$ cat config.mk
export PLATFORM = sky130hd
export DESIGN_NAME = icache_store
export DESIGN_NICKNAME = d
export VERILOG_FILES = /design/src/source/fetch_pkg.sv /design/src/source/icache_store.sv
export SDC_FILE = /design/constraint.sdc
export NUM_CORES = 1
export LEC_CHECK = 0
export ABC_CLOCK_PERIOD_IN_PS = 15900
export BUFFER_PORTS_ARGS = -buffer_cell sky130_fd_sc_hd__buf_4
export CORE_MARGIN = 2
export CORE_UTILIZATION = 65
export DETAILED_ROUTE_END_ITERATION = 16
export PLACE_DENSITY = 0.94
export SLEW_MARGIN = 40
export SYNTH_ARGS = -nofsm -noshare
export SYNTH_HDL_FRONTEND = slang
export SYNTH_SLANG_ARGS = --single-unit
$ cat constraint.sdc
create_clock -name clock -period 15.9 [get_ports clock]
set_input_delay 0 -clock clock [delete_from_list [all_inputs] [get_ports clock]]
set_output_delay 0 -clock clock [all_outputs]
set_load 0.05 [all_outputs]
$ cat src/source/fetch_pkg.sv
package fetch_pkg;

	// ------------------------------------------------------------------
	// bus widths.
	// ------------------------------------------------------------------
	localparam int ADDR_BITS = 32;
	localparam int WORD_BITS = 32;

	typedef logic [ADDR_BITS-1:0] addr_t;
	typedef logic [WORD_BITS-1:0] word_t;
	typedef logic [1:0]           resp_t;

	// ------------------------------------------------------------------
	// channel encodings.
	// ------------------------------------------------------------------
	// lookups flag a miss in bit 1.
	localparam resp_t RESP_OKAY = 2'b00;
	localparam resp_t RESP_MISS = 2'b10;

	localparam int STRB_BITS = 4;
	localparam logic [STRB_BITS-1:0] STRB_FULL = '1;

	// byte-in-word bits below the line index.
	localparam int OFFSET_BITS = 2;

endpackage

$ cat src/source/icache_store.sv
`timescale 1ns/10ps

module icache_store #(
	parameter int LINES = 16
) (
	input  logic                               clock,
	input  logic                               reset,

	input  fetch_pkg::addr_t                   araddr,
	input  logic                               arvalid,
	output logic                               arready,

	output fetch_pkg::word_t                   rdata,
	output fetch_pkg::resp_t                   rresp,
	output logic                               rvalid,
	input  logic                               rready,

	input  fetch_pkg::addr_t                   awaddr,
	input  logic                               awvalid,
	output logic                               awready,

	input  fetch_pkg::word_t                   wdata,
	input  logic [fetch_pkg::STRB_BITS-1:0]    wstrb,
	input  logic                               wvalid,
	output logic                               wready,

	output fetch_pkg::resp_t                   bresp,
	output logic                               bvalid,
	input  logic                               bready
);

	localparam int INDEX_BITS = $clog2(LINES);
	localparam int TAG_BITS   = fetch_pkg::ADDR_BITS - INDEX_BITS - fetch_pkg::OFFSET_BITS;

	// ------------------------------------------------------------------
	// line arrays.
	// ------------------------------------------------------------------
	logic [LINES-1:0]        line_valid;
	logic [TAG_BITS-1:0]     line_tag  [LINES];
	fetch_pkg::word_t        line_data [LINES];

	logic [INDEX_BITS-1:0]   read_index;
	logic [TAG_BITS-1:0]     read_tag;
	logic                    lookup_hit;

	fetch_pkg::addr_t        fill_addr;
	fetch_pkg::word_t        fill_data;
	logic                    addr_held;
	logic                    data_held;
	logic [INDEX_BITS-1:0]   write_index;
	logic [TAG_BITS-1:0]     write_tag;
	logic                    commit;

	logic ar_fire;
	logic r_fire;
	logic aw_fire;
	logic w_fire;
	logic b_fire;

	assign ar_fire = arvalid & arready;
	assign r_fire  = rvalid & rready;
	assign aw_fire = awvalid & awready;
	assign w_fire  = wvalid & wready;
	assign b_fire  = bvalid & bready;

	assign read_index = araddr[fetch_pkg::OFFSET_BITS +: INDEX_BITS];
	assign read_tag   = araddr[fetch_pkg::ADDR_BITS-1 -: TAG_BITS];
	assign lookup_hit = line_valid[read_index] & (line_tag[read_index] == read_tag);

	assign write_index = fill_addr[fetch_pkg::OFFSET_BITS +: INDEX_BITS];
	assign write_tag   = fill_addr[fetch_pkg::ADDR_BITS-1 -: TAG_BITS];

	// address and data both in hand.
	assign commit = addr_held & data_held;

	// ------------------------------------------------------------------
	// read channels.
	// ------------------------------------------------------------------
	always_ff @(posedge clock) begin
		if (reset) begin
			arready <= 1'b1;
		end else if (ar_fire) begin
			arready <= 1'b0;
		end else if (r_fire) begin
			arready <= 1'b1;
		end
	end

	always_ff @(posedge clock) begin
		if (reset) begin
			rvalid <= 1'b0;
		end else if (ar_fire) begin
			rvalid <= 1'b1;
		end else if (r_fire) begin
			rvalid <= 1'b0;
		end
	end

	always_ff @(posedge clock) begin
		if (ar_fire) begin
			rdata <= line_data[read_index];
			rresp <= lookup_hit ? fetch_pkg::RESP_OKAY : fetch_pkg::RESP_MISS;
		end
	end

	// ------------------------------------------------------------------
	// write channels.
	// ------------------------------------------------------------------
	always_ff @(posedge clock) begin
		if (reset) begin
			awready <= 1'b1;
		end else if (aw_fire) begin
			awready <= 1'b0;
		end else if (b_fire) begin
			awready <= 1'b1;
		end
	end

	always_ff @(posedge clock) begin
		if (reset) begin
			wready <= 1'b1;
		end else if (w_fire) begin
			wready <= 1'b0;
		end else if (b_fire) begin
			wready <= 1'b1;
		end
	end

	// each half is latched on its own.
	always_ff @(posedge clock) begin
		if (reset) begin
			addr_held <= 1'b0;
			data_held <= 1'b0;
		end else if (commit) begin
			addr_held <= 1'b0;
			data_held <= 1'b0;
		end else begin
			if (aw_fire) addr_held <= 1'b1;
			if (w_fire) data_held <= 1'b1;
		end
	end

	always_ff @(posedge clock) begin
		if (aw_fire) fill_addr <= awaddr;
		if (w_fire) fill_data <= wdata;
	end

	always_ff @(posedge clock) begin
		if (reset) begin
			bvalid <= 1'b0;
		end else if (commit) begin
			bvalid <= 1'b1;
		end else if (b_fire) begin
			bvalid <= 1'b0;
		end
	end

	assign bresp = fetch_pkg::RESP_OKAY;

	always_ff @(posedge clock) begin
		if (reset) begin
			line_valid <= '0;
		end else if (commit) begin
			line_valid[write_index] <= 1'b1;
		end
	end

	always_ff @(posedge clock) begin
		if (commit) begin
			line_tag[write_index]  <= write_tag;
			line_data[write_index] <= fill_data;
		end
	end

	// ------------------------------------------------------------------
	// checks.
	// ------------------------------------------------------------------
	a_full_strobe: assert property (@(posedge clock) disable iff (reset)
		wvalid |-> wstrb == fetch_pkg::STRB_FULL);

	a_one_read: assert property (@(posedge clock) disable iff (reset)
		!(rvalid && arready));

	a_bresp_okay: assert property (@(posedge clock) disable iff (reset)
		bvalid |-> bresp == fetch_pkg::RESP_OKAY);

endmodule

==> results.json <==
{
  "cts_setup_buffers": 0,
  "synth_top_area_share_pct": 78.0,
  "clockPowerShare_pct": 39.8,
  "antenna_left": 0,
  "dieArea_sq_um": 62600,
  "p_int_uw": 4410,
  "min-delay-start": "awvalid",
  "ir_drop_uv": 110,
  "port-buffer-count": 136,
  "seqPwrFrac_pct": 55.1,
  "synth_cells": 1677,
  "htreeDepth": 3,
  "clkTransAtPathRegs_ns": 0.07,
  "grtUsageTotal_pct": 32.6,
  "r2r-start": "line_tag[1][25]$_DFFE_PP_",
  "drt-pass1-iter-count": 6,
  "syn_to_final_growth_pct": 15.2,
  "critical_path_class": "input port to flop",
  "critPathMaxStageDelay_ns": 0.69,
  "cts.sinks": 1046,
  "netlist_area_sq_um": 39400,
  "dp_hpwl_um": 51900,
  "core_area_sq_um": 60100,
  "start_util_pct": 65.5,
  "grt_pass1_wl_um": 143000,
  "io-pin-count": 148,
  "status": "finished, final reports clean",
  "drive_gt1_share_pct": 29.2,
  "fin_skew_ns": 0.0200,
  "period_needed_ns": 4.05,
  "synth-seq-area-share_pct": 79.2,
  "crit_path_start": "araddr[3]",
  "critical_path_arrival_ns": 4.43,
  "cp_slowest_cell": "buf_4",
  "cap_viol_max_count": 0,
  "syn_avg_cell_area_sq_um": 23.5,
  "setup_viol": 0,
  "cts_tree": "yes",
  "rows": 90,
  "nets": 2055,
  "crit_fanout": 58,
  "drc_errors": 0,
  "power_switching_uw": 1220,
  "setup_tns_ns": 0,
  "cp_num_buf_inv": 4,
  "worst_pin_slew_ns": 0.899,
  "path_cells": "buf_8 -> buf_16 -> buf_4 -> mux4_2 -> mux2i_1 -> nor2_1 -> a221oi_2 -> nand4_1 -> o31a_1 -> dlygate4sd3_1 -> or4_1",
  "die_h_um": 250,
  "antenna_found_initial": 2,
  "wl_um": 100000,
  "yosysWarnings": 0,
  "path_delay_family": "buffers and inverters",
  "max_freq_ghz": 0.247,
  "hold_viol": 0,
  "synth-main-ff-cell": "edfxtp_1",
  "gp_congestion": 0.907,
  "final_cell_mix": "edfxtp_1, mux4_2, buf_4, clkbuf_16, dlygate4sd3_1",
  "drtIter0Drc": 3129,
  "yosysUniqueCellTypes": 55,
  "worst_slew_margin_rel_pct": 40.1,
  "viasPerCell": 7.07,
  "required_ns": 16.28,
  "grt_max_degree": 79,
  "finalCritPeriodShare_pct": 25.5,
  "ys_seq_elements": 1046,
  "overflow": 0,
  "wl_per_cell_um": 35.7,
  "leakagePower_uw": 0.0147,
  "holdCritPathClass": "input port to flop",
  "hold_ws_ns": 0.0219,
  "power_frac_comb_pct": 5.1,
  "power.total_uw": 5630,
  "sw_frac_of_total_pct": 21.6,
  "vias": 19900,
  "synth-async-reset-ratio_pct": 0,
  "rsz0062_at_grt": "false",
  "endpoint_kind": "flop",
  "powerDensity_nw_per_um2": 124,
  "design_area_sq_um": 45300,
  "die_width_um": 250,
  "placed_cell_area_sq_um": 41600,
  "timing.final.max_slew_violations": 0,
  "layout_commonest_cell": "edfxtp_1",
  "synthTopCellsByArea": "edfxtp_1, mux4_2, mux2i_1",
  "cts_buffers": 97,
  "yosys.area.top_type": "edfxtp_1",
  "cts_buffer_depth": 3,
  "first_global_vias": 20800,
  "cts-root-buf": "clkbuf_16",
  "clk_latency_ns": 0.65,
  "cp-start-kind": "input port",
  "synth-edff-count": 1023
}
-- per-stage QoR --
stage	worst slack (ns)	cells	utilization (%)
CTS	12.02	2808	75.3
global placement	11.67	2550	68.7
global route	11.78	2812	75.4
finish	11.85	2812	75.4
floorplan	10.51	1679	-
detailed placement	11.76	2559	69.1
-- synthesized netlist by cell type (2+ instances only) --
| cell | n |
|---|---|
| nand2b_1 | 3 |
| nand3_1 | 9 |
| buf_6 | 5 |
| o211ai_1 | 4 |
| dfxtp_1 | 23 |
| clkbuf_1 | 24 |
| a21oi_1 | 12 |
| nand2_1 | 24 |
| buf_4 | 14 |
| edfxtp_1 | 1023 |
| inv_1 | 13 |
| xnor2_1 | 11 |
| a2bb2oi_1 | 2 |
| buf_2 | 29 |
| and2_1 | 4 |
| mux4_2 | 255 |
| nor2_1 | 51 |
| o22ai_1 | 3 |
| nand3b_1 | 2 |
| a221oi_1 | 5 |
| o21ba_2 | 4 |
| a22o_1 | 4 |
| nor3_1 | 6 |
| o2111ai_1 | 3 |
| o21bai_1 | 3 |
| mux2i_1 | 59 |
| or4_1 | 2 |
| nand4_1 | 4 |
| nor4_1 | 2 |
| buf_1 | 5 |
| a22oi_1 | 12 |
| nand4b_1 | 2 |
| nor2b_1 | 6 |
| o21ai_0 | 10 |
| xor2_1 | 19 |
-- path summary, 6_finish.rpt --
check                          endpoint  slack [ns]  cells past startpoint
max                  rresp[1]$_DFFE_PP_       11.85                     11
min              fill_addr[5]$_DFFE_PP_        0.02                      2
max reg2reg          rresp[1]$_DFFE_PP_       12.47                      8
min reg2reg  line_valid[1]$_SDFFE_PP0P_        0.50                      2
-- per-layer routing --
metal | up-vias | wire, um | track usage, % | part of all wire, %
li1 | 7631 | - | - | -
met1 | 10200 | 32100 | 40.9 | 32
met2 | 1712 | 52100 | 55.8 | 52
met3 | 368 | 10600 | 5.78 | 11
met4 | 0 | 5490 | 16.3 | 5.5
met5 | - | 0 | 0 | 0
-- worst reg2reg max path: cells and delay by family (launching register included) --
kind | cells | cell delay [ns]
flip-flops | 1 | 0.37
buffers and inverters | 1 | 0.54
AO/OA/AOI/OAI | 2 | 0.58
AND/OR/NAND/NOR | 3 | 0.86
multiplexers | 2 | 0.81
-- kinds of logic after synthesis --
kind of cell | Yosys count | share of synthesized area, %
AO/OA/AOI/OAI | 75 | 1.41
XOR/XNOR | 30 | 0.667
buffers and inverters | 91 | 1.19
flip-flops | 1046 | 79.2
multiplexers | 315 | 16.1
other | 1 | 0.00953
AND/OR/NAND/NOR | 119 | 1.41
-- power by group through the flow --
stage               clock [uW]  sequential, uW  combinational, uW
floorplan                    0            3170                147
global placement             0            3150                247
detailed placement           0            3160                261
CTS                       2250            3100                280
global route              2350            3110                294
finish                    2240            3110                285
-- flip-flops by register name (all words and copies together) (netlist names) --
signal      flops
awready         1
rresp           1
bvalid          1
line_valid     16
wready          1
fill_data      32
rvalid          1
line_data     512
arready         1
line_tag      416
rdata          32
data_held       1
fill_addr      30
addr_held       1
-- layout make-up --
type                            count  area (sq um)
Timing Repair Buffer              247          2280
Inverter                           14          52.6
Antenna cell                        1          2.50
Clock buffer                      121          2560
Tap cell                          782           978
Fill cell                        2915         14800
Clock inverter                     59           448
Sequential cell                  1046         31200
Multi-Input combinational cell    542          7840
-- repair_timing --
item                                   4_1_cts  5_1_grt
resized for setup                            0        0
endpoints found under the hold margin       86        0
hold buffers                                69        0
Power figures use the tool's default switching activity.
