### config.mk
export PLATFORM = sky130hd
export DESIGN_NAME = refill_ctrl
export DESIGN_NICKNAME = d
export VERILOG_FILES = /design/src/source/fetch_pkg.sv /design/src/source/refill_ctrl.sv
export SDC_FILE = /design/constraint.sdc
export NUM_CORES = 1
export LEC_CHECK = 0
export BUFFER_PORTS_ARGS = -buffer_cell sky130_fd_sc_hd__buf_2
export CORE_AREA = 5 5 106 108
export CTS_BUF_LIST = sky130_fd_sc_hd__clkbuf_8
export DETAILED_ROUTE_END_ITERATION = 16
export DIE_AREA = 0 0 111 113
export PLACE_DENSITY = 0.81
export RECOVER_POWER = 50
export SLEW_MARGIN = 20
export SYNTH_ARGS = -nofsm -noshare
export SYNTH_HDL_FRONTEND = slang
export SYNTH_SLANG_ARGS = --single-unit
### constraint.sdc
create_clock -name clock -period 6.29 [get_ports clock]
set_input_delay 0.9435 -clock clock [delete_from_list [all_inputs] [get_ports clock]]
set_output_delay 0.9435 -clock clock [all_outputs]
set_load 0.05 [all_outputs]
### src/source/fetch_pkg.sv
package fetch_pkg;

	// ------------------------------------------------------------------
	// bus widths.
	// ------------------------------------------------------------------
	localparam int ADDR_BITS = 32;
	localparam int WORD_BITS = 32;

	typedef logic [ADDR_BITS-1:0] addr_t;
	typedef logic [WORD_BITS-1:0] word_t;
	typedef logic [1:0]           resp_t;

	// ------------------------------------------------------------------
	// channel encodings.
	// ------------------------------------------------------------------
	// lookups flag a miss in bit 1.
	localparam resp_t RESP_OKAY = 2'b00;
	localparam resp_t RESP_MISS = 2'b10;

	localparam int STRB_BITS = 4;
	localparam logic [STRB_BITS-1:0] STRB_FULL = '1;

	// byte-in-word bits below the line index.
	localparam int OFFSET_BITS = 2;

endpackage

### src/source/refill_ctrl.sv
`timescale 1ns/10ps

module refill_ctrl #(
	parameter int LINES = 16
) (
	input  logic                               clock,
	input  logic                               reset,

	input  fetch_pkg::addr_t                   fetch_addr,
	input  logic                               fetch_valid,
	output logic                               fetch_ready,
	output fetch_pkg::word_t                   fetch_data,
	output logic                               fetch_hit,
	output logic                               fetch_done,

	output fetch_pkg::addr_t                   araddr,
	output logic                               arvalid,
	input  logic                               arready,
	input  fetch_pkg::word_t                   rdata,
	input  fetch_pkg::resp_t                   rresp,
	input  logic                               rvalid,
	output logic                               rready,
	output fetch_pkg::addr_t                   awaddr,
	output logic                               awvalid,
	input  logic                               awready,
	output fetch_pkg::word_t                   wdata,
	output logic [fetch_pkg::STRB_BITS-1:0]    wstrb,
	output logic                               wvalid,
	input  logic                               wready,
	input  fetch_pkg::resp_t                   bresp,
	input  logic                               bvalid,
	output logic                               bready,

	output logic                               mem_rd_en,
	output fetch_pkg::addr_t                   mem_rd_addr,
	input  fetch_pkg::word_t                   mem_rd_data,
	input  logic                               mem_rd_valid
);

	typedef enum logic [2:0] {
		S_IDLE,
		S_LOOKUP,
		S_RESULT,
		S_MEM_READ,
		S_MEM_WAIT,
		S_FILL,
		S_DONE
	} state_t;

	state_t           state;
	fetch_pkg::addr_t req_addr;
	fetch_pkg::word_t fill_word;
	logic             replay;
	logic             aw_sent;
	logic             w_sent;
	logic             rd_outstanding;

	// index is taken straight from the address so lines must be a power of two.
	if (LINES != (1 << $clog2(LINES))) begin : g_lines_check
		$error("LINES must be a power of two");
	end

	assign fetch_ready = state == S_IDLE;
	assign fetch_done  = state == S_DONE;

	assign araddr  = req_addr;
	assign arvalid = state == S_LOOKUP;
	assign rready  = state == S_RESULT;

	assign awaddr  = req_addr;
	assign awvalid = (state == S_FILL) & ~aw_sent;
	assign wdata   = fill_word;
	assign wstrb   = fetch_pkg::STRB_FULL;
	assign wvalid  = (state == S_FILL) & ~w_sent;
	assign bready  = state == S_FILL;

	assign mem_rd_en   = state == S_MEM_READ;
	assign mem_rd_addr = req_addr;

	// ------------------------------------------------------------------
	// sequencing.
	// ------------------------------------------------------------------
	always_ff @(posedge clock) begin
		if (reset) begin
			state     <= S_IDLE;
			replay    <= 1'b0;
			fetch_hit <= 1'b0;
			aw_sent   <= 1'b0;
			w_sent    <= 1'b0;
		end else begin
			case (state)
				S_IDLE: if (fetch_valid) begin
					replay <= 1'b0;
					state  <= S_LOOKUP;
				end
				S_LOOKUP: if (arready) state <= S_RESULT;
				S_RESULT: if (rvalid) begin
					if (rresp[1] && !replay) begin
						replay <= 1'b1;
						state  <= S_MEM_READ;
					end else begin
						fetch_hit <= ~replay;
						state     <= S_DONE;
					end
				end
				S_MEM_READ: state <= S_MEM_WAIT;
				S_MEM_WAIT: if (mem_rd_valid) state <= S_FILL;
				S_FILL: begin
					if (awvalid && awready) aw_sent <= 1'b1;
					if (wvalid && wready) w_sent <= 1'b1;
					// replay the lookup once the fill is acknowledged.
					if (bvalid && bresp == fetch_pkg::RESP_OKAY) begin
						aw_sent <= 1'b0;
						w_sent  <= 1'b0;
						state   <= S_LOOKUP;
					end
				end
				default: state <= S_IDLE;
			endcase
		end
	end

	always_ff @(posedge clock) begin
		if (fetch_ready && fetch_valid) req_addr <= fetch_addr;
		if (state == S_MEM_WAIT && mem_rd_valid) fill_word <= mem_rd_data;
		if (state == S_RESULT && rvalid) fetch_data <= rdata;
	end

	always_ff @(posedge clock) begin
		if (reset) begin
			rd_outstanding <= 1'b0;
		end else if (mem_rd_en) begin
			rd_outstanding <= 1'b1;
		end else if (mem_rd_valid) begin
			rd_outstanding <= 1'b0;
		end
	end

	// ------------------------------------------------------------------
	// checks.
	// ------------------------------------------------------------------
	a_single_read: assert property (@(posedge clock) disable iff (reset)
		mem_rd_en |-> !rd_outstanding);

	a_replay_hits: assert property (@(posedge clock) disable iff (reset)
		(state == S_RESULT && rvalid && replay) |-> !rresp[1]);

endmodule
==> flow_summary.html <==
<table>
<tr><th>Metric</th><th>Value</th></tr>
<tr><th colspan="2">Power and ir drop</th></tr>
<tr><td>Switching Power</td><td>0.00122 W</td></tr>
<tr><td>Sw Ratio</td><td>49.0%</td></tr>
<tr><td>IR drop worst, VDD</td><td>0.311 mV</td></tr>
<tr><td>Sequential power share</td><td>38.6%</td></tr>
<tr><td>Internal power of the cells</td><td>0.00127 W</td></tr>
<tr><td>Leakage power summed over all cells</td><td>2.22 nW</td></tr>
<tr><td>Share of total power in combinational logic</td><td>45.2%</td></tr>
<tr><td>Power Density</td><td>491 mW/mm²</td></tr>
<tr><td>Clock network fraction of design power</td><td>16.2%</td></tr>
<tr><th colspan="2">GRT</th></tr>
<tr><td>Total grt overflow</td><td>0</td></tr>
<tr><td>Number of antenna violations at the first check in global routing</td><td>0</td></tr>
<tr><td>All-layer global routing usage</td><td>14.6%</td></tr>
<tr><td>Maximum number of pins on one net before global-route repair</td><td>36</td></tr>
<tr><td>Global-route wire length before repair</td><td>14.4 mm</td></tr>
<tr><td>Via count of the first global-routing pass</td><td>2693</td></tr>
<tr><th colspan="2">Clocking</th></tr>
<tr><td>Count of clock tree sinks</td><td>103</td></tr>
<tr><td>Number of buffers on the longest clock path</td><td>2</td></tr>
<tr><td>Post-CTS setup buffers</td><td>0</td></tr>
<tr><td>Total clock buffers created by CTS</td><td>9</td></tr>
<tr><td>Cell at the root of the clock tree</td><td>sky130_fd_sc_hd__clkbuf_8</td></tr>
<tr><td>Number of H-tree levels</td><td>3</td></tr>
<tr><td>Cts hold-fix bufs</td><td>0</td></tr>
<tr><td>Clock-pin slew on the worst setup and hold paths</td><td>90 ps</td></tr>
<tr><td>Clock tree from TritonCTS</td><td>built</td></tr>
<tr><td>Cts repair resizes</td><td>0</td></tr>
<tr><td>Clock latency at the later pin of the worst-skew pair</td><td>350 ps</td></tr>
<tr><th colspan="2">Placement</th></tr>
<tr><td>Post-detailed-placement half-perimeter wirelength</td><td>7.54 mm</td></tr>
<tr><td>Routability cong.</td><td>0.829</td></tr>
<tr><td>Number of buffers inserted by port buffering</td><td>276</td></tr>
<tr><td>DP Cell Count</td><td>567</td></tr>
<tr><th colspan="2">Cells and area</th></tr>
<tr><td>Register Area</td><td>0.00302 mm²</td></tr>
<tr><td>Most frequent cells in the layout</td><td>sky130_fd_sc_hd__buf_2, sky130_fd_sc_hd__edfxtp_1, sky130_fd_sc_hd__clkbuf_1</td></tr>
<tr><td>Fraction of final layout cells sized beyond drive strength 1</td><td>62.6%</td></tr>
<tr><td>Synthesis-to-finish area growth</td><td>31.0%</td></tr>
<tr><td>Final-layout fill cell count</td><td>856</td></tr>
<tr><td>Post-Layout Cell Count</td><td>583</td></tr>
<tr><td>Combined area of the multi-input logic cells</td><td>310 µm²</td></tr>
<tr><td>Leading cell type in the layout, fill and taps excluded</td><td>sky130_fd_sc_hd__buf_2</td></tr>
<tr><td># nets final</td><td>551</td></tr>
<tr><td>Antenna diode count</td><td>0</td></tr>
<tr><th colspan="2">Logic synthesis</th></tr>
<tr><td>Netlist Area Pre-Place</td><td>0.00388 mm²</td></tr>
<tr><td>Average size of a mapped cell</td><td>17.6 µm²</td></tr>
<tr><td>Synthesized instance count</td><td>221</td></tr>
<tr><td>Seq cells post-synth</td><td>103</td></tr>
<tr><td>Portion of the post-synthesis area used by sequential elements</td><td>77.9%</td></tr>
<tr><td>Post-synthesis cell type count</td><td>29</td></tr>
<tr><td>Synthesis warning total</td><td>0</td></tr>
<tr><th colspan="2">Drt</th></tr>
<tr><td>First-pass iteration count of the detailed router</td><td>4</td></tr>
<tr><td>Routed length per placed instance</td><td>16.0 µm</td></tr>
<tr><td>Total routed wirelength</td><td>9.32 mm</td></tr>
<tr><td>Remaining antenna violation count after routing</td><td>0</td></tr>
<tr><td>Number of vias per cell</td><td>4.30</td></tr>
<tr><td>Post-route DRC violation count</td><td>0</td></tr>
<tr><td>Total via count after detailed routing</td><td>2507</td></tr>
<tr><td>Drt first-iter violations</td><td>74</td></tr>
<tr><th colspan="2">Floorplan</th></tr>
<tr><td>Die Y-Extent</td><td>113 µm</td></tr>
<tr><td>Total core area</td><td>0.0101 mm²</td></tr>
<tr><td>Chip Width</td><td>111 µm</td></tr>
<tr><td>IO Pins</td><td>282</td></tr>
<tr><td>Row count</td><td>37</td></tr>
<tr><td>Full die area</td><td>0.0125 mm²</td></tr>
<tr><td>Starting Density</td><td>38.3%</td></tr>
<tr><th colspan="2">Timing</th></tr>
<tr><td>Setup-violating endpoint count in the final report</td><td>0</td></tr>
<tr><td>Max-slew violation count</td><td>69</td></tr>
<tr><td>Highest clock frequency the design can meet</td><td>356 MHz</td></tr>
<tr><td>Fin crit share</td><td>44.6%</td></tr>
<tr><td>Unrepaired setup endpoints after global routing</td><td>false</td></tr>
<tr><td>Final Hold Fails</td><td>0</td></tr>
<tr><td>Slew headroom</td><td>-21.4%</td></tr>
<tr><td>Slew @ Worst Pin</td><td>1820 ps</td></tr>
<tr><td>Min Clock Period, post-route</td><td>2810 ps</td></tr>
<tr><td>Final-layout setup total negative slack</td><td>0 ps</td></tr>
<tr><td>Final Skew</td><td>5.69 ps</td></tr>
<tr><th colspan="2">Setup path</th></tr>
<tr><td>WS Path Type</td><td>register to register</td></tr>
<tr><td>Required arrival time at the worst endpoint</td><td>6540 ps</td></tr>
<tr><td>Cell with the largest stage delay on the worst path</td><td>sky130_fd_sc_hd__clkbuf_1</td></tr>
<tr><td>Type of destination of the critical path</td><td>register</td></tr>
<tr><td>Worst Setup Start Kind</td><td>register</td></tr>
<tr><td>Critical path fanouts, max</td><td>35</td></tr>
<tr><td>CP Cell Sequence</td><td>nand2b_2 &gt; nor3b_4 &gt; clkbuf_1 &gt; a21oi_1 &gt; a211oi_1</td></tr>
<tr><td>Worst EP arrival</td><td>3060 ps</td></tr>
<tr><td>Delay contributed by the slowest stage of the critical path</td><td>1330 ps</td></tr>
<tr><th colspan="2">Status</th></tr>
<tr><td>Run status</td><td>finished with violations</td></tr>
<tr><td>Violated checks</td><td>capacitance limit, slew limit</td></tr>
<tr><th colspan="2">Flow run</th></tr>
<tr><td>Max-cap violation count</td><td>2</td></tr>
<tr><th colspan="2">Worst hold path</th></tr>
<tr><td>Classification of the worst-slack hold path</td><td>register to register</td></tr>
</table>
final cells by class:
class,instances,area share (%)
clock buffers,9,2.44
clock inverters,7,1.38
inverters,4,0.295
multi-input cells,45,6.10
flip-flops and latches,103,59.4
well taps,136,3.35
repair buffers,279,27.0
through the flow:
step                      cell area [µm²]  setup WS, ps  power (W)  util (%)  hold WS (ps)
after floorplan                      3890          1520    0.00200         -           459
after global placement               4940          4060    0.00211      48.7           476
after detailed placement             4940          4000    0.00213      48.7           495
after CTS                            5130          3580    0.00254      50.6           517
after global routing                 5090          3260    0.00261      50.2           542
final                                5090          3480    0.00250      50.2           514
cell families (layout without fill, tap and decap cells):
| group | count (synthesis) | after routing | synth area share, % |
|---|---|---|---|
| muxes | 1 | 1 | 0.387 |
| and+or+nand+nor | 22 | 22 | 3.80 |
| other | 1 | 4 | 0.0966 |
| DFF | 103 | 103 | 77.9 |
| AOI/OAI and AO/OA | 17 | 17 | 3.45 |
| xor gates and xnor gates | 1 | 1 | 0.226 |
| buffers and inverters | 76 | 299 | 14.2 |
path summary, 6_finish.rpt:
kind | depth (start not counted) | slack (ps) | startpoint | end
worst max-delay path | 5 | 3480 | state[1] | fetch_hit
worst min-delay path | 2 | 510 | w_sent | w_sent
worst max register to register | 5 | 3480 | state[1] | fetch_hit
worst min register to register | 2 | 510 | w_sent | w_sent
sequential cells by signal, summed over array words and instances (netlist names):
name        flops
araddr         32
fetch_data     32
wdata          32
state           3
aw_sent         1
fetch_hit       1
replay          1
w_sent          1
cells in the mapped netlist:
library cell / number / area (µm²)
sky130_fd_sc_hd__o31ai_1: 2 / 15.0
sky130_fd_sc_hd__nor2_1: 4 / 15.0
sky130_fd_sc_hd__a41o_1: 1 / 10.0
sky130_fd_sc_hd__and2_1: 1 / 6.26
sky130_fd_sc_hd__inv_1: 4 / 15.0
sky130_fd_sc_hd__o32a_4: 1 / 22.5
sky130_fd_sc_hd__nor4b_1: 1 / 8.76
sky130_fd_sc_hd__dfxtp_1: 7 / 140
sky130_fd_sc_hd__nand3_1: 1 / 5.00
sky130_fd_sc_hd__a21oi_1: 9 / 45.0
sky130_fd_sc_hd__and3_1: 2 / 12.5
sky130_fd_sc_hd__mux2_4: 1 / 15.0
sky130_fd_sc_hd__nand3b_2: 1 / 11.3
sky130_fd_sc_hd__o21ai_2: 1 / 8.76
sky130_fd_sc_hd__clkbuf_1: 1 / 3.75
sky130_fd_sc_hd__nor2b_1: 2 / 12.5
sky130_fd_sc_hd__xnor2_1: 1 / 8.76
sky130_fd_sc_hd__buf_2: 1 / 5.00
sky130_fd_sc_hd__conb_1: 1 / 3.75
sky130_fd_sc_hd__nor3b_4: 1 / 18.8
sky130_fd_sc_hd__edfxtp_1: 96 / 2880
sky130_fd_sc_hd__a311oi_2: 1 / 15.0
sky130_fd_sc_hd__a211oi_1: 1 / 7.51
sky130_fd_sc_hd__nor3b_1: 3 / 22.5
sky130_fd_sc_hd__nand2b_2: 1 / 8.76
sky130_fd_sc_hd__buf_4: 70 / 526
sky130_fd_sc_hd__o311a_1: 1 / 10.0
sky130_fd_sc_hd__nand2b_1: 1 / 6.26
sky130_fd_sc_hd__nor3_1: 4 / 20.0
power groups by stage:
| stage | Clock (W) | Sequential (W) | Combinational (W) |
|---|---|---|---|
| global placement | 0 | 0.000972 | 0.00114 |
| detailed placement | 0 | 0.000979 | 0.00115 |
| CTS | 0.000426 | 0.000963 | 0.00115 |
| floorplan | 0 | 0.00129 | 0.000705 |
| global route | 0.000462 | 0.000985 | 0.00117 |
| finish | 0.000405 | 0.000965 | 0.00113 |
worst max-delay path, delay by kind of cell (launching register included):
| family | cells | cell delay (ps) |
|---|---|---|
| compound gates | 2 | 480 |
| simple gates | 2 | 320 |
| buf+inv | 1 | 1330 |
| flops | 1 | 580 |
routing by layer:
layer,vias up,share of wire [%],global-route usage [%],routed length [µm]
li1,1169,-,-,-
met1,1178,34,14.8,3170
met3,9,11,7.01,981
met2,151,54,26.3,5050
met5,-,0,0,0
met4,0,1.3,4.84,117
Note: power is estimated with default switching activity, not from simulation.
